**config.mk**
```make
export PLATFORM = sky130hd
export DESIGN_NAME = cache_controller
export DESIGN_NICKNAME = d
export VERILOG_FILES = /design/src/design/cache_pkg.sv /design/src/design/cache_controller.sv
export SDC_FILE = /design/constraint.sdc
export NUM_CORES = 1
export LEC_CHECK = 0
export ABC_AREA = 1
export BUFFER_PORTS_ARGS = -buffer_cell sky130_fd_sc_hd__buf_2
export CAP_MARGIN = 20
export CORE_UTILIZATION = 40
export DETAILED_ROUTE_END_ITERATION = 16
export PLACE_DENSITY = 0.71
export SLEW_MARGIN = 20
export SYNTH_ARGS = -nofsm -noshare
export SYNTH_HDL_FRONTEND = slang
export SYNTH_SLANG_ARGS = --single-unit
export TNS_END_PERCENT = 10
```
**constraint.sdc**
```tcl
create_clock -name clk -period 2.7 [get_ports clk]
set_input_delay 0.27 -clock clk [delete_from_list [all_inputs] [get_ports clk]]
set_output_delay 0.27 -clock clk [all_outputs]
set_load 0.02 [all_outputs]
```
**src/design/cache_pkg.sv**
```systemverilog
// Shared widths and encodings for the two-port cache memory subsystem
`default_nettype none

package cache_pkg;

    // Word address and data word
    typedef logic [15:0] addr_t;
    typedef logic [31:0] data_t;

    // Processor operation
    typedef enum logic [1:0] {
        OP_READ,
        OP_WRITE,
        OP_FLUSH
    } op_e;

    // Cache controller states
    typedef enum logic [2:0] {
        IDLE,
        PROCESS_REQUEST,
        MEM_READ,
        WRITE_BACK,
        FLUSH
    } ctrl_state_e;

    // Source of data written into a line
    typedef enum logic {
        PROCESSOR_WRITE,
        MEMORY_WRITE
    } wr_sel_e;

endpackage

`default_nettype wire

```
**src/design/cache_controller.sv**
```systemverilog
// Cache controller FSM sequencing hits, refills, write-backs and flushes
`timescale 1ns/1ps
`default_nettype none

module cache_controller
    import cache_pkg::*;
(
    input  logic        clk,
    input  logic        reset,
    input  logic        req_valid,
    input  op_e         op,
    output logic        req_ready,
    output logic        resp_valid,
    input  logic        resp_ready,
    input  logic        hit,
    input  logic        is_dirty,
    input  logic        flush_done,
    output logic        wr_en,
    output wr_sel_e     wr_sel,
    output logic        set_valid,
    output logic        set_dirty,
    output logic        index_clear,
    output logic        index_step,
    output logic        flush_mode,
    output logic        arvalid,
    input  logic        arready,
    input  logic        rvalid,
    output logic        rready,
    output logic        awvalid,
    input  logic        awready,
    output logic        wvalid,
    input  logic        wready,
    input  logic        bvalid,
    output logic        bready
);

    ctrl_state_e state, next_state;
    logic wr_req, flush_req;
    logic accept, done;

    assign accept = req_valid && req_ready;
    assign done = resp_valid && resp_ready;
    assign flush_mode = flush_req;

    // Pending operation, held until its response is taken
    always_ff @(posedge clk, negedge reset)
    begin
        if (!reset)
        begin
            wr_req <= 1'b0;
            flush_req <= 1'b0;
        end
        else if (accept)
        begin
            wr_req <= (op == OP_WRITE);
            flush_req <= (op == OP_FLUSH);
        end
        else if (done)
        begin
            wr_req <= 1'b0;
            flush_req <= 1'b0;
        end
    end

    always_ff @(posedge clk, negedge reset)
    begin
        if (!reset)
            state <= IDLE;
        else
            state <= next_state;
    end

    always_comb
    begin
        next_state = state;
        req_ready = 1'b0;
        resp_valid = 1'b0;
        wr_en = 1'b0;
        wr_sel = PROCESSOR_WRITE;
        set_valid = 1'b0;
        set_dirty = 1'b0;
        index_clear = 1'b0;
        index_step = 1'b0;
        arvalid = 1'b0;
        rready = 1'b0;
        awvalid = 1'b0;
        wvalid = 1'b0;
        bready = 1'b0;

        case (state)
            IDLE:
            begin
                req_ready = 1'b1;
                if (req_valid && op == OP_FLUSH)
                begin
                    index_clear = 1'b1;
                    next_state = FLUSH;
                end
                else if (req_valid)
                    next_state = PROCESS_REQUEST;
            end

            PROCESS_REQUEST:
            begin
                if (hit)
                begin
                    resp_valid = 1'b1;
                    if (resp_ready)
                    begin
                        // Write hit updates the line as the response completes
                        wr_en = wr_req;
                        set_valid = 1'b1;
                        set_dirty = 1'b1;
                        next_state = IDLE;
                    end
                end
                else if (is_dirty)
                begin
                    awvalid = 1'b1;
                    wvalid = 1'b1;
                    if (awready && wready)
                        next_state = WRITE_BACK;
                end
                else
                begin
                    arvalid = 1'b1;
                    if (arready)
                        next_state = MEM_READ;
                end
            end

            MEM_READ:
            begin
                rready = 1'b1;
                if (rvalid)
                begin
                    wr_en = 1'b1;
                    wr_sel = MEMORY_WRITE;
                    set_valid = 1'b1;
                    next_state = PROCESS_REQUEST;
                end
            end

            WRITE_BACK:
            begin
                bready = 1'b1;
                if (bvalid)
                begin
                    // Victim is in memory now, drop the line
                    wr_en = 1'b1;
                    index_step = flush_req;
                    next_state = flush_req ? FLUSH : PROCESS_REQUEST;
                end
            end

            FLUSH:
            begin
                if (flush_done)
                begin
                    resp_valid = 1'b1;
                    if (resp_ready)
                        next_state = IDLE;
                end
                else if (is_dirty)
                begin
                    awvalid = 1'b1;
                    wvalid = 1'b1;
                    if (awready && wready)
                        next_state = WRITE_BACK;
                end
                else
                begin
                    wr_en = 1'b1;
                    index_step = 1'b1;
                end
            end

            default:
                next_state = IDLE;
        endcase
    end

endmodule

`default_nettype wire

```
==> flow_summary.html, run 1 <==
<table>
<tr><th>Metric</th><th>Value</th></tr>
<tr><th colspan="2">Run status</th></tr>
<tr><td>Outcome</td><td>completed</td></tr>
<tr><th colspan="2">STA</th></tr>
<tr><td>Share of the clock period used by the worst path</td><td>0.6458</td></tr>
<tr><td>Transition time of the tightest slew-check pin</td><td>0.2910 ns</td></tr>
<tr><td>Worst slew margin relative to its limit</td><td>0.8060</td></tr>
<tr><td>Setup Viol. Count Final</td><td>0</td></tr>
<tr><td>Final setup skew</td><td>0.001168 ns</td></tr>
<tr><td>Number of failing hold endpoints at the final stage</td><td>0</td></tr>
<tr><td>TNS Setup</td><td>0 ns</td></tr>
<tr><td>Highest attainable clock frequency</td><td>573.5 MHz</td></tr>
<tr><td>Final period demand of the worst path</td><td>1.744 ns</td></tr>
<tr><td>Setup repair after global routing missed its margin</td><td>false</td></tr>
<tr><td>Final slew viol count</td><td>0</td></tr>
<tr><th colspan="2">Critical path</th></tr>
<tr><td>Delay-heaviest family, CP</td><td>simple AND/OR/NAND/NOR gates</td></tr>
<tr><td>Sequence of cells on the critical path</td><td>nor2_4 -&gt; nand2_4 -&gt; nor2_2 -&gt; inv_2 -&gt; nand4_1 -&gt; buf_2</td></tr>
<tr><td>Worst setup path class</td><td>reg -&gt; out</td></tr>
<tr><td>Critical path required time</td><td>approximately 2.4 ns</td></tr>
<tr><td>Data arrival time at the worst-slack endpoint</td><td>roughly 1.5 ns</td></tr>
<tr><td>Type of element launching the critical path</td><td>flop</td></tr>
<tr><td>CP Max Fanout</td><td>7</td></tr>
<tr><td>Delay of the slowest critical-path stage</td><td>0.47 ns</td></tr>
<tr><td>Crit end category</td><td>output port</td></tr>
<tr><td>Critical-path top delay cell</td><td>dfrtp_1</td></tr>
<tr><td>Buffers and inverters on the worst path</td><td>2</td></tr>
<tr><th colspan="2">Routing</th></tr>
<tr><td>Number of vias in the routed layout</td><td>667</td></tr>
<tr><td>ANT nets after route</td><td>0</td></tr>
<tr><td>Routed wire length on met3</td><td>around 63 um</td></tr>
<tr><td>Routed length on met1</td><td>around 600 um</td></tr>
<tr><td>DRT Pass-1 Iters</td><td>4</td></tr>
<tr><td>First-iteration detailed-routing DRC count</td><td>10</td></tr>
<tr><td>Total Routed Length</td><td>1.305 mm</td></tr>
<tr><td>Met2 WL</td><td>636 um</td></tr>
<tr><td>Residual DRC count</td><td>0</td></tr>
<tr><td>Via-per-instance ratio</td><td>roughly 4.7</td></tr>
<tr><td>Routed length per instance</td><td>between 9 and 10 um</td></tr>
<tr><td>Highest metal used</td><td>met3</td></tr>
<tr><th colspan="2">Floorplanning</th></tr>
<tr><td>I/O pin total</td><td>28</td></tr>
<tr><td>Vert. Die Dim</td><td>39.73 um</td></tr>
<tr><td>Die Footprint</td><td>approximately 0.0016 mm2</td></tr>
<tr><td>Initial cell density of the core</td><td>0.4321</td></tr>
<tr><td>Core Footprint</td><td>0.001318 mm2</td></tr>
<tr><td>Horizontal extent of the die</td><td>a little under 40 um</td></tr>
<tr><td>Number of rows in the core area</td><td>13</td></tr>
<tr><th colspan="2">Power and ir drop</th></tr>
<tr><td>LEAKAGE</td><td>0.4867 nW</td></tr>
<tr><td>Worst VDD drop</td><td>0.0005259 V</td></tr>
<tr><td>Cell Pwr Density</td><td>between 900 and 1000 mW/mm2</td></tr>
<tr><td>Overall power of the completed layout</td><td>0.7200 mW</td></tr>
<tr><th colspan="2">GRT</th></tr>
<tr><td>Gr ovfl total</td><td>0</td></tr>
<tr><td>Number of antenna violations at the first check in global routing</td><td>0</td></tr>
<tr><td>First-pass GRT wire length</td><td>roughly 2.0 mm</td></tr>
<tr><td>Maximum number of pins on one net before global-route repair</td><td>8</td></tr>
<tr><td>GRT Overall Usage</td><td>0.1861</td></tr>
<tr><td>Via count of the first global-routing pass</td><td>508</td></tr>
<tr><th colspan="2">Logic synthesis</th></tr>
<tr><td>Count of unique library cells instantiated by Yosys</td><td>19</td></tr>
<tr><td>Register area share after synthesis</td><td>0.2198</td></tr>
<tr><td>Register bit count reported by yosys</td><td>5</td></tr>
<tr><td>Biggest area consumer among synthesized cells</td><td>dfrtp_1</td></tr>
<tr><td>Compound-cell area share of the yosys netlist</td><td>0.09011</td></tr>
<tr><td>Mean cell area of the mapped netlist</td><td>5.930 um2</td></tr>
<tr><td>Count of mapped cells out of synthesis</td><td>96</td></tr>
<tr><td>Post-synthesis mux area share</td><td>0</td></tr>
<tr><td>Area share of fa/ha/maj cells after synthesis</td><td>0</td></tr>
<tr><td>Share of synthesized cell area in and, or, nand and nor gates</td><td>0.5385</td></tr>
<tr><td>Top cells by area, synth</td><td>dfrtp_1 22%, nand2_1 18%, inv_1 9.9%</td></tr>
<tr><td>Synthesized netlist net count</td><td>110</td></tr>
<tr><td>Number of warnings issued by yosys</td><td>0</td></tr>
<tr><td>Share of Yosys cell area claimed by the top area cell type</td><td>0.2198</td></tr>
<tr><td>Area of the mapped netlist</td><td>569.3 um2</td></tr>
<tr><td>Combinational family with the most area after synthesis</td><td>simple AND/OR/NAND/NOR gates</td></tr>
<tr><td>Post-synthesis xor/xnor area fraction</td><td>0</td></tr>
<tr><th colspan="2">Worst hold path</th></tr>
<tr><td>Classification of the worst-slack hold path</td><td>in -&gt; reg</td></tr>
<tr><th colspan="2">Job</th></tr>
<tr><td># Max-Cap Violations</td><td>0</td></tr>
<tr><th colspan="2">Finish</th></tr>
<tr><td>Final-layout fill cell count</td><td>139</td></tr>
<tr><td>Area grow syn2layout</td><td>32.09%</td></tr>
<tr><td>Finished layout cell area</td><td>752.0 um2</td></tr>
<tr><td>Layout cells sized above 1</td><td>0.4016</td></tr>
<tr><td>Final Net Count</td><td>142</td></tr>
<tr><td>Number of antenna repair diodes</td><td>0</td></tr>
<tr><th colspan="2">Clock network</th></tr>
<tr><td>Clk buf depth</td><td>2</td></tr>
<tr><td>Later-pin clock latency in the skew report</td><td>0.23 ns</td></tr>
<tr><td>Number of H-tree branching levels</td><td>1</td></tr>
<tr><td>Clock tree root driver cell</td><td>clkbuf_4</td></tr>
<tr><td>TritonCTS clock tree</td><td>built</td></tr>
<tr><td>TritonCTS sink count</td><td>5</td></tr>
<tr><td>Clock transition at path regs</td><td>0.04 ns</td></tr>
<tr><td>Number of buffers inserted during clock tree synthesis</td><td>3</td></tr>
<tr><th colspan="2">Placement</th></tr>
<tr><td>Global placer's final weighted congestion</td><td>0.7762</td></tr>
<tr><td>Number of buffers inserted by port buffering</td><td>27</td></tr>
<tr><td>DPL Wire Length</td><td>around 1.2 mm</td></tr>
<tr><td>Cell area after placement</td><td>715.7 um2</td></tr>
</table>
metrics by stage:
step / instances / utilization / hold WS (ns) / worst slack, ns
global placement: 137 / 0.5432 / 0.08926 / 1.186
global route: 142 / 0.5708 / 0.3385 / 0.8363
floorplan: 96 / - / -0.02559 / 0.8861
CTS: 142 / 0.5708 / 0.3078 / 0.9463
finish: 142 / 0.5708 / 0.3091 / 0.9562
detailed placement: 137 / 0.5432 / 0.08941 / 1.201
cells in the mapped netlist:
| master | number |
|---|---|
| a21oi_1 | 2 |
| nand2_2 | 3 |
| nand3_2 | 2 |
| inv_2 | 6 |
| dfrtp_1 | 5 |
| o31ai_1 | 1 |
| o21ai_0 | 3 |
| inv_1 | 15 |
| or2_1 | 1 |
| nand2_1 | 28 |
| o21ai_2 | 1 |
| nand2_4 | 1 |
| nand3_1 | 9 |
| buf_4 | 1 |
| o21ai_1 | 2 |
| nand4_1 | 2 |
| nor2_1 | 6 |
| nor2_4 | 3 |
| nor2_2 | 5 |
cells in the final DEF, fill, tap and decap left out, types with 2 or more instances in the layout:
cell type  netlist  layout
nand2_1         28      28
buf_2            0      27
inv_1           15      15
nand3_1          9       9
inv_2            6       6
nor2_1           6       6
nor2_2           5       5
dfrtp_1          5       5
nand2_2          3       3
nor2_4           3       3
o21ai_0          3       3
clkbuf_4         0       3
nand3_2          2       2
nand4_1          2       2
o21ai_1          2       2
a21oi_1          2       2
final timing paths:
check	start	end	slack, ns	cells after the start
max	state[0]	wr_en	0.96	6
min	op[1]	wr_req	0.31	4
max reg2reg	state[0]	state[1]	1.39	8
min reg2reg	wr_req	wr_req	0.51	2
max in group asynchronous	reset	state[0]	2.20	2
min in group asynchronous	reset	flush_mode	0.38	2
metal layers:
layer  up-vias  track usage
met3         0      0.01705
met2        16       0.3279
li1        359            -
met4         0      0.02586
met5         -            0
met1       292       0.2457
flip-flops by register name (all words and copies together) (netlist names):
name and count:
state 3, flush_mode 1, wr_req 1
repair_timing:
action / in CTS / in global routing
hold endpoints to repair: 5 / 0
buffers inserted: 0 / 0
hold buffers: 1 / 0
gates resized for setup: 0 / 0
layout make-up:
type                            instances  area (um2)  area share
Clock buffer                            4       26.28     0.03494
Inverter                               21       78.83      0.1048
Timing Repair Buffer                   28       145.1      0.1930
Tap cell                               15       18.77     0.02496
Multi-Input combinational cell         69       357.8      0.4759
Sequential cell                         5       125.1      0.1664
logic make-up after synthesis:
group	after synthesis
flops	5
buf+inv	22
compound gates	9
simple gates	60
tightest hold or removal path, stage by stage:
cell     delay, ns
buf_2         0.09
nor2_1        0.04
nand2_1       0.06
nand2_1       0.05
where the power goes:
group	switching, mW	internal [mW]
combinational	0.317	0.163
clock	0.0260	0.0556
sequential	0.0497	0.109
Note: power is estimated with default switching activity, not from simulation.
==> run 2, diff against run 1 <==
Settings changed: CORE_UTILIZATION 40 to 39, PLACE_DENSITY 0.71 to 0.72.
Clock period 2.7 ns to 1.5 ns, I/O delays scaled along.
==> flow_summary.html, run 2 (synthesis results as in run 1) <==
<table>
<tr><th>Metric</th><th>Value</th></tr>
<tr><th colspan="2">Run status</th></tr>
<tr><td>Outcome</td><td>finished with violations</td></tr>
<tr><td>Failing checks</td><td>negative setup slack</td></tr>
<tr><th colspan="2">Clock network</th></tr>
<tr><td>Later-pin clock latency in the skew report</td><td>0.23 ns (about the same)</td></tr>
<tr><td>TritonCTS clock tree</td><td>built</td></tr>
<tr><td>Clk buf depth</td><td>2 (unchanged)</td></tr>
<tr><td>Number of buffers inserted during clock tree synthesis</td><td>3 (unchanged)</td></tr>
<tr><td>Clock tree root driver cell</td><td>clkbuf_4</td></tr>
<tr><td>Clock transition at path regs</td><td>0.04 ns (about the same)</td></tr>
<tr><td>Number of H-tree branching levels</td><td>1 (unchanged)</td></tr>
<tr><td>TritonCTS sink count</td><td>5 (unchanged)</td></tr>
<tr><th colspan="2">Finish</th></tr>
<tr><td>Commonest non-fill, non-tap cells in the layout</td><td>26 x nand2_1, 19 x buf_2, 17 x buf_4, 14 x inv_1, 9 x nand3_1</td></tr>
<tr><td>Max reg flops</td><td>3 (unchanged)</td></tr>
<tr><td>Final Net Count</td><td>151 (+6.3%)</td></tr>
<tr><td>Sequential Area</td><td>127.6 um2 (+2.0%)</td></tr>
<tr><td>Area used by multi-input combinational logic</td><td>414.1 um2 (+16%)</td></tr>
<tr><td>Post-route non-filler standard cell count</td><td>151 (+6.3%)</td></tr>
<tr><td>Register with the most flip-flops</td><td>state</td></tr>
<tr><td>Commonest non-fill, non-tap cell in the layout</td><td>nand2_1</td></tr>
<tr><td>Number of antenna repair diodes</td><td>0 (unchanged)</td></tr>
<tr><td>Final-layout fill cell count</td><td>132 (-5.0%)</td></tr>
<tr><td>Final design utilization</td><td>0.6773 (+0.1065)</td></tr>
<tr><td>Layout cells sized above 1</td><td>0.5000 (+0.09843)</td></tr>
<tr><td>Finished layout cell area</td><td>903.4 um2 (+20%)</td></tr>
<tr><td>Area grow syn2layout</td><td>58.68%</td></tr>
<tr><th colspan="2">Job</th></tr>
<tr><td># Max-Cap Violations</td><td>0 (unchanged)</td></tr>
<tr><th colspan="2">STA</th></tr>
<tr><td>Final slew viol count</td><td>0 (unchanged)</td></tr>
<tr><td>Worst slew margin relative to its limit</td><td>0.8523 (+0.04627)</td></tr>
<tr><td>Setup repair after global routing missed its margin</td><td>true</td></tr>
<tr><td>Setup Viol. Count Final</td><td>4 (+4)</td></tr>
<tr><td>Share of the clock period used by the worst path</td><td>1.060</td></tr>
<tr><td>Transition time of the tightest slew-check pin</td><td>0.2193 ns (-0.07172 ns)</td></tr>
<tr><td>Number of failing hold endpoints at the final stage</td><td>0 (unchanged)</td></tr>
<tr><td>Final period demand of the worst path</td><td>roughly 1.6 ns</td></tr>
<tr><td>Highest attainable clock frequency</td><td>628.7 MHz</td></tr>
<tr><td>Final worst slack</td><td>-0.09067 ns (-1.047 ns)</td></tr>
<tr><td>Final setup skew</td><td>0.0007079 ns (-0.0004601 ns)</td></tr>
<tr><th colspan="2">Power and ir drop</th></tr>
<tr><td>LEAKAGE</td><td>0.5369 nW (+10%)</td></tr>
<tr><td>Worst VDD drop</td><td>0.001023 V (+95%)</td></tr>
<tr><td>Cell Pwr Density</td><td>1812 mW/mm2 (+89%)</td></tr>
<tr><td>Overall power of the completed layout</td><td>1.637 mW (+130%)</td></tr>
<tr><th colspan="2">Routing</th></tr>
<tr><td>Routed length per instance</td><td>11.11 um (+21%)</td></tr>
<tr><td>Residual DRC count</td><td>0 (unchanged)</td></tr>
<tr><td>Via-per-instance ratio</td><td>4.907 (+4.5%)</td></tr>
<tr><td>Total Routed Length</td><td>1.677 mm (+29%)</td></tr>
<tr><td>Number of vias in the routed layout</td><td>741 (+11%)</td></tr>
<tr><td>ANT nets after route</td><td>0 (unchanged)</td></tr>
<tr><td>DRT Pass-1 Iters</td><td>4 (unchanged)</td></tr>
<tr><td>First-iteration detailed-routing DRC count</td><td>18 (+8)</td></tr>
<tr><th colspan="2">Critical path</th></tr>
<tr><td>CP Max Fanout</td><td>6 (-1)</td></tr>
<tr><td>Worst-case register-to-register setup slack</td><td>0.12 ns (-1.27 ns)</td></tr>
<tr><td>Critical-path top delay cell</td><td>dfrtp_2</td></tr>
<tr><td>Destination of the worst register-to-register timing path</td><td>state[1]</td></tr>
<tr><td>Worst setup path class</td><td>reg -&gt; out</td></tr>
<tr><td>Launch point of the worst reg-to-reg path</td><td>state[0]</td></tr>
<tr><td>Number of cells on the worst reg-to-reg path</td><td>9 (+1)</td></tr>
<tr><td>Launching element of the worst setup path</td><td>state[0]</td></tr>
<tr><td>Most prevalent standard cell on the critical path</td><td>buf_4</td></tr>
<tr><td>Crit path to</td><td>index_step</td></tr>
<tr><td>Critical path required time</td><td>1.35 ns (-1.08 ns)</td></tr>
<tr><td>Data arrival time at the worst-slack endpoint</td><td>1.44 ns (-0.03 ns)</td></tr>
<tr><td>Delay of the slowest critical-path stage</td><td>0.49 ns (+0.02 ns)</td></tr>
<tr><td>Type of element launching the critical path</td><td>flop</td></tr>
<tr><td>Crit end category</td><td>output port</td></tr>
<tr><td>Sequence of cells on the critical path</td><td>buf_4 -&gt; nand3_1 -&gt; inv_2 -&gt; nand2_2 -&gt; o21ai_1 -&gt; buf_4</td></tr>
<tr><th colspan="2">Placement</th></tr>
<tr><td>Global placer's final weighted congestion</td><td>0.8208 (+5.7%)</td></tr>
<tr><td>Cell area after placement</td><td>720.7 um2 (+0.70%)</td></tr>
<tr><td>DPL Wire Length</td><td>1.196 mm (+2.8%)</td></tr>
<tr><td>Number of buffers inserted by port buffering</td><td>27 (unchanged)</td></tr>
<tr><td>Placed insts</td><td>137 (unchanged)</td></tr>
<tr><th colspan="2">GRT</th></tr>
<tr><td>GRT Overall Usage</td><td>0.2180 (+0.03189)</td></tr>
<tr><td>Gr ovfl total</td><td>0 (unchanged)</td></tr>
<tr><td>Via count of the first global-routing pass</td><td>584 (+15%)</td></tr>
<tr><td>Maximum number of pins on one net before global-route repair</td><td>8 (unchanged)</td></tr>
<tr><td>Number of antenna violations at the first check in global routing</td><td>0 (unchanged)</td></tr>
<tr><td>First-pass GRT wire length</td><td>2.352 mm (+17%)</td></tr>
<tr><th colspan="2">Floorplanning</th></tr>
<tr><td>Core Footprint</td><td>0.001334 mm2 (+1.2%)</td></tr>
<tr><td>Vert. Die Dim</td><td>40.21 um (+1.2%)</td></tr>
<tr><td>Initial cell density of the core</td><td>0.4268 (-0.005269)</td></tr>
<tr><td>Number of rows in the core area</td><td>13 (unchanged)</td></tr>
<tr><td>I/O pin total</td><td>28 (unchanged)</td></tr>
<tr><td>Die Footprint</td><td>0.001616 mm2 (+2.4%)</td></tr>
<tr><td>Horizontal extent of the die</td><td>40.21 um (+1.2%)</td></tr>
<tr><th colspan="2">Worst hold path</th></tr>
<tr><td>Classification of the worst-slack hold path</td><td>in -&gt; reg</td></tr>
</table>
[run 2: changes by cell type in the layout (fill, tap and decap cells not counted), moves of 2 or more]
cell | before | now
buf_2 | 27 | 19
inv_4 | 0 | 2
dfrtp_1 | 5 | 3
nor2_1 | 6 | 4
nand2_1 | 28 | 26
nor2_4 | 3 | 7
buf_4 | 0 | 17
nor2_2 | 5 | 3
dfrtp_2 | 0 | 2
[run 2: layer usage]
layer,GRT usage,wire length [um]
met1,0.2678,708
met2,0.3952,901
met3,0.01667,67
met4,0.07500,0
met5,0,0
[run 2: cell type report]
type / instances / area share
Tap cell: 15 / 0.02078
Sequential cell: 5 / 0.1413
Inverter: 21 / 0.09280
Clock buffer: 4 / 0.02909
Timing Repair Buffer: 37 / 0.2576
Multi-Input combinational cell: 69 / 0.4584
[run 2: through the flow]
step	TNS, ns	worst slack (ns)	hold slack, ns
floorplan	0	0.009992	-0.1456
global placement	0	0.1115	-0.03104
detailed placement	0	0.1142	-0.03076
CTS	-0.1666	-0.03598	0.1726
global route	-0.6865	-0.1502	0.2316
finish	-0.2322	-0.09067	0.1834
[run 2: worst min path at each step]
stage / from / end / depth (start not counted)
2_1_floorplan: reset / flush_mode / 0
3_3_place_gp: reset / flush_mode / 1
3_5_place_dp: reset / flush_mode / 1
4_1_cts: op[1] / wr_req / 4
5_1_grt: op[1] / wr_req / 4
6_report: op[1] / wr_req / 4
[run 2: what timing repair did]
| item | CTS | global route |
|---|---|---|
| resized for setup | 5 | 20 |
| hold endpoints to repair | 5 | 0 |
| pin swaps | 3 | 4 |
| hold buffers | 1 | 0 |
| cloned | 0 | 0 |
| endpoints found under the setup margin | 6 | 8 |
| setup buffers | 5 | 4 |
[run 2: power by group]
group	internal, mW	switching, mW
clock	0.100	0.0479
sequential	0.202	0.105
combinational	0.476	0.706
total	0.778	0.859
[run 2: critical path, delay by kind of cell, from the launching register on]
kind | cells | cell delay [ns]
flip-flops | 1 | 0.49
AO/OA/AOI/OAI | 1 | 0.12
AND/OR/NAND/NOR | 2 | 0.19
buffers and inverters | 3 | 0.41
==> run 3, diff against run 2 <==
Settings changed: ABC_AREA 1 to not set, CORE_AREA set to 2 2 39 41, CORE_UTILIZATION 39 to not set, DIE_AREA set to 0 0 41 43, PLACE_DENSITY 0.72 to 0.7.
==> flow_summary.html, run 3 <==
<table>
<tr><th>Metric</th><th>Value</th></tr>
<tr><th colspan="2">Critical path</th></tr>
<tr><td>Buffers and inverters on the worst path</td><td>1 (-2)</td></tr>
<tr><td>Number of cells on the worst reg-to-reg path</td><td>5 (-4)</td></tr>
<tr><td>Delay-heaviest family, CP</td><td>simple AND/OR/NAND/NOR gates</td></tr>
<tr><td>Sequence of cells on the critical path</td><td>buf_4 -&gt; or3b_4 -&gt; or4_4 -&gt; nand4_4 -&gt; mux2_4</td></tr>
<tr><td>Destination of the worst register-to-register timing path</td><td>state[0]</td></tr>
<tr><td>Crit end category</td><td>flop</td></tr>
<tr><td>Critical path required time</td><td>1.62 ns (+0.27 ns)</td></tr>
<tr><td>Delay of the slowest critical-path stage</td><td>0.44 ns (-0.05 ns)</td></tr>
<tr><td>Worst-case register-to-register setup slack</td><td>-0.41 ns (-0.53 ns)</td></tr>
<tr><td>Worst setup path class</td><td>reg -&gt; reg</td></tr>
<tr><td>Critical-path top delay cell</td><td>or4_4</td></tr>
<tr><td>Launch point of the worst reg-to-reg path</td><td>state[1]</td></tr>
<tr><td>Data arrival time at the worst-slack endpoint</td><td>2.03 ns (+0.59 ns)</td></tr>
<tr><td>CP Max Fanout</td><td>4 (-2)</td></tr>
<tr><td>Type of element launching the critical path</td><td>flop</td></tr>
<tr><th colspan="2">GRT</th></tr>
<tr><td>Gr ovfl total</td><td>0 (unchanged)</td></tr>
<tr><td>First-pass GRT wire length</td><td>2.387 mm (+1.5%)</td></tr>
<tr><td>Maximum number of pins on one net before global-route repair</td><td>8 (unchanged)</td></tr>
<tr><td>GRT Overall Usage</td><td>0.2016 (-0.01637)</td></tr>
<tr><td>Via count of the first global-routing pass</td><td>591 (+1.2%)</td></tr>
<tr><td>Number of antenna violations at the first check in global routing</td><td>0 (unchanged)</td></tr>
<tr><th colspan="2">STA</th></tr>
<tr><td>Final setup skew</td><td>0.0003320 ns (-0.0003759 ns)</td></tr>
<tr><td>Final period demand of the worst path</td><td>1.910 ns (+0.3195 ns)</td></tr>
<tr><td>Share of the clock period used by the worst path</td><td>1.273 (+0.2130)</td></tr>
<tr><td>Final worst slack</td><td>-0.4102 ns (-0.3195 ns)</td></tr>
<tr><td>Setup repair after global routing missed its margin</td><td>true</td></tr>
<tr><td>Highest attainable clock frequency</td><td>523.5 MHz (-17%)</td></tr>
<tr><td>Setup Viol. Count Final</td><td>14 (+10)</td></tr>
<tr><td>Transition time of the tightest slew-check pin</td><td>0.2747 ns (+0.05543 ns)</td></tr>
<tr><td>Worst slew margin relative to its limit</td><td>0.8155 (-0.03678)</td></tr>
<tr><td>Number of failing hold endpoints at the final stage</td><td>0 (unchanged)</td></tr>
<tr><td>Final slew viol count</td><td>0 (unchanged)</td></tr>
<tr><th colspan="2">Finish</th></tr>
<tr><td>Commonest non-fill, non-tap cell in the layout</td><td>buf_2</td></tr>
<tr><td>Max reg flops</td><td>3 (unchanged)</td></tr>
<tr><td>Post-route non-filler standard cell count</td><td>118 (-22%)</td></tr>
<tr><td>Area grow syn2layout</td><td>95.99%</td></tr>
<tr><td>Commonest non-fill, non-tap cells in the layout</td><td>16 x buf_2, 14 x buf_4, 12 x buf_6, 8 x nand2_1, 5 x dfrtp_1</td></tr>
<tr><td>Number of antenna repair diodes</td><td>0 (unchanged)</td></tr>
<tr><td>Finished layout cell area</td><td>917.1 um2 (+1.5%)</td></tr>
<tr><td>Layout cells sized above 1</td><td>0.6373 (+0.1373)</td></tr>
<tr><td>Final Net Count</td><td>117 (-23%)</td></tr>
<tr><td>Register with the most flip-flops</td><td>state</td></tr>
<tr><th colspan="2">Clock network</th></tr>
<tr><td>Number of buffers inserted during clock tree synthesis</td><td>3 (unchanged)</td></tr>
<tr><td>Clock tree root driver cell</td><td>clkbuf_4</td></tr>
<tr><td>TritonCTS clock tree</td><td>built</td></tr>
<tr><td>Later-pin clock latency in the skew report</td><td>0.24 ns (about the same)</td></tr>
<tr><td>Clk buf depth</td><td>2 (unchanged)</td></tr>
<tr><td>Clock transition at path regs</td><td>0.04 ns (about the same)</td></tr>
<tr><td>TritonCTS sink count</td><td>5 (unchanged)</td></tr>
<tr><td>Number of H-tree branching levels</td><td>1 (unchanged)</td></tr>
<tr><th colspan="2">Placement</th></tr>
<tr><td>Cell area after placement</td><td>701.9 um2 (-2.6%)</td></tr>
<tr><td>Worst slack at placement</td><td>-0.2755 ns (-0.3896 ns)</td></tr>
<tr><td>Global placer's final weighted congestion</td><td>0.7569 (-7.8%)</td></tr>
<tr><td>Placed insts</td><td>110 (-20%)</td></tr>
<tr><td>DPL Wire Length</td><td>1.154 mm (-3.5%)</td></tr>
<tr><td>Number of buffers inserted by port buffering</td><td>27 (unchanged)</td></tr>
<tr><th colspan="2">Logic synthesis</th></tr>
<tr><td>Proportion of register bits with asynchronous set or reset after synthesis</td><td>1.000 (unchanged)</td></tr>
<tr><td>Synthesized netlist net count</td><td>73 (-34%)</td></tr>
<tr><td>Count of mapped cells out of synthesis</td><td>59 (-39%)</td></tr>
<tr><td>Mean cell area of the mapped netlist</td><td>7.931 um2 (+34%)</td></tr>
<tr><td>Number of synthesized flops with an enable pin</td><td>0 (unchanged)</td></tr>
<tr><td>Count of unique library cells instantiated by Yosys</td><td>33 (+14)</td></tr>
<tr><td>Library cell with the highest instance count after synthesis</td><td>nand2_1</td></tr>
<tr><td>Register area share after synthesis</td><td>0.2674 (+0.04760)</td></tr>
<tr><td>Post-synth top flop</td><td>dfrtp_1</td></tr>
<tr><td>Share of Yosys cell area claimed by the top area cell type</td><td>0.2674 (+0.04760)</td></tr>
<tr><td>Number of warnings issued by yosys</td><td>0 (unchanged)</td></tr>
<tr><td>Register bit count reported by yosys</td><td>5 (unchanged)</td></tr>
<tr><td>Top cells by area, synth</td><td>dfrtp_1 27%, nand2_1 7.2%, nand3b_1 4.8%</td></tr>
<tr><td>Biggest area consumer among synthesized cells</td><td>dfrtp_1</td></tr>
<tr><td>Area of the mapped netlist</td><td>467.9 um2 (-18%)</td></tr>
<tr><td>Most frequent cells after synthesis</td><td>9 x nand2_1, 5 x dfrtp_1, 5 x nor2_1, 4 x o21ai_0</td></tr>
<tr><th colspan="2">Floorplanning</th></tr>
<tr><td>Initial cell density of the core</td><td>0.3382 (-0.08867)</td></tr>
<tr><td>Horizontal extent of the die</td><td>41 um (+2.0%)</td></tr>
<tr><td>Die Footprint</td><td>0.001763 mm2 (+9.1%)</td></tr>
<tr><td>I/O pin total</td><td>28 (unchanged)</td></tr>
<tr><td>Vert. Die Dim</td><td>43 um (+7.0%)</td></tr>
<tr><td>Number of rows in the core area</td><td>14 (+1)</td></tr>
<tr><td>Core Footprint</td><td>0.001384 mm2 (+3.8%)</td></tr>
<tr><th colspan="2">Routing</th></tr>
<tr><td>Residual DRC count</td><td>0 (unchanged)</td></tr>
<tr><td>Routed length per instance</td><td>14.73 um (+33%)</td></tr>
<tr><td>DRT Pass-1 Iters</td><td>4 (unchanged)</td></tr>
<tr><td>Number of vias in the routed layout</td><td>639 (-14%)</td></tr>
<tr><td>Via-per-instance ratio</td><td>5.415 (+10%)</td></tr>
<tr><td>Total Routed Length</td><td>1.738 mm (+3.6%)</td></tr>
<tr><td>First-iteration detailed-routing DRC count</td><td>7 (-11)</td></tr>
<tr><td>ANT nets after route</td><td>0 (unchanged)</td></tr>
<tr><th colspan="2">Job</th></tr>
<tr><td># Max-Cap Violations</td><td>0 (unchanged)</td></tr>
<tr><th colspan="2">Worst hold path</th></tr>
<tr><td>Classification of the worst-slack hold path</td><td>in -&gt; async</td></tr>
<tr><th colspan="2">Power and ir drop</th></tr>
<tr><td>Worst VDD drop</td><td>0.0009094 V (-11%)</td></tr>
<tr><td>Share of total power in the clock network</td><td>0.093 (+0.003)</td></tr>
<tr><td>LEAKAGE</td><td>0.4337 nW (-19%)</td></tr>
<tr><td>Cell Pwr Density</td><td>1775 mW/mm2 (-2.0%)</td></tr>
<tr><td>Cell Int Power</td><td>0.9068 mW (+16%)</td></tr>
<tr><td>Share of total power in sequential cells</td><td>0.152 (-0.036)</td></tr>
<tr><td>Combinational share of power</td><td>0.754 (+0.032)</td></tr>
<tr><td>Psw</td><td>0.7212 mW (-16%)</td></tr>
<tr><td>Share of total power consumed by net switching</td><td>0.4430 (-0.08148)</td></tr>
<tr><th colspan="2">Run status</th></tr>
<tr><td>Failing checks</td><td>negative setup slack</td></tr>
<tr><td>Outcome</td><td>finished with violations</td></tr>
</table>
run 3: cell count changes in the layout (fill, tap and decap cells not counted), moves of 3 or more:
cell / previous run / this run
inv_1: 14 / 2
buf_6: 0 / 12
inv_2: 5 / 1
buf_4: 17 / 14
nand2_2: 4 / 1
nand3_1: 9 / 0
nand3b_1: 0 / 3
nand2_1: 26 / 8
nor2_2: 3 / 0
buf_2: 19 / 16
nor2_4: 7 / 3
run 3: metal layers:
metal,up-vias,global-route usage,routed length (um)
met5,-,0,0
li1,301,-,-
met3,4,0.03141,100
met4,0,0.1200,36
met2,26,0.3406,1007
met1,308,0.2185,594
run 3: worst register-to-register path, delay by kind of cell (launching register included):
kind                   cells  cell delay (ns)
and+or+nand+nor            3             0.93
DFF                        1             0.41
buffers and inverters      1             0.15
muxes                      1             0.30
run 3: cells by family (layout without fill, tap and decap cells):
group	count (synthesis)	in the layout	synth area share
flops	5	5	0.2674
simple gates	32	32	0.4091
compound gates	14	14	0.2166
mux	1	1	0.02406
buf+inv	7	50	0.08287
run 3: how the worst max path moves through the flow:
stage / from / endpoint / slack [ns] / cells past startpoint
6_report: state[1] / state[0] / -0.41 / 5
5_1_grt: state[1] / state[0] / -0.43 / 5
4_1_cts: state[1] / state[0] / -0.37 / 5
3_5_place_dp: state[1] / state[0] / -0.28 / 4
3_3_place_gp: state[1] / state[0] / -0.23 / 4
2_1_floorplan: state[1] / state[0] / -0.33 / 5
run 3: what timing repair did:
item | CTS | global route
pin swaps | 2 | 5
hold buffers | 1 | 0
cloned | 0 | 0
setup endpoints to repair | 14 | 16
setup buffers | 2 | 1
endpoints found under the hold margin | 5 | 0
resized for setup | 24 | 20
run 3: power by group through the flow:
stage	clock (mW)	sequential (mW)	combinational (mW)
floorplan	0	0.237	0.548
global placement	0	0.240	0.876
detailed placement	0	0.245	0.882
CTS	0.162	0.244	1.06
global route	0.167	0.254	1.31
finish	0.152	0.248	1.23
run 3: through the flow:
step	utilization	TNS (ns)	total power, mW	hold WS (ns)
2_1_floorplan	-	-2.006	0.7845	-0.1456
3_3_place_gp	0.5072	-1.010	1.115	-0.03456
3_5_place_dp	0.5072	-1.201	1.127	-0.03376
4_1_cts	0.6094	-3.653	1.471	0.2369
5_1_grt	0.6627	-4.567	1.726	0.2630
6_report	0.6627	-3.733	1.628	0.2585
run 3: cell type report:
class                           count  area [um2]
Multi-Input combinational cell     47       404.1
Clock buffer                        4       26.28
Inverter                            3       11.26
Timing Repair Buffer               43       330.3
Fill cell                         118       466.7
Tap cell                           16       20.02
Sequential cell                     5       125.1
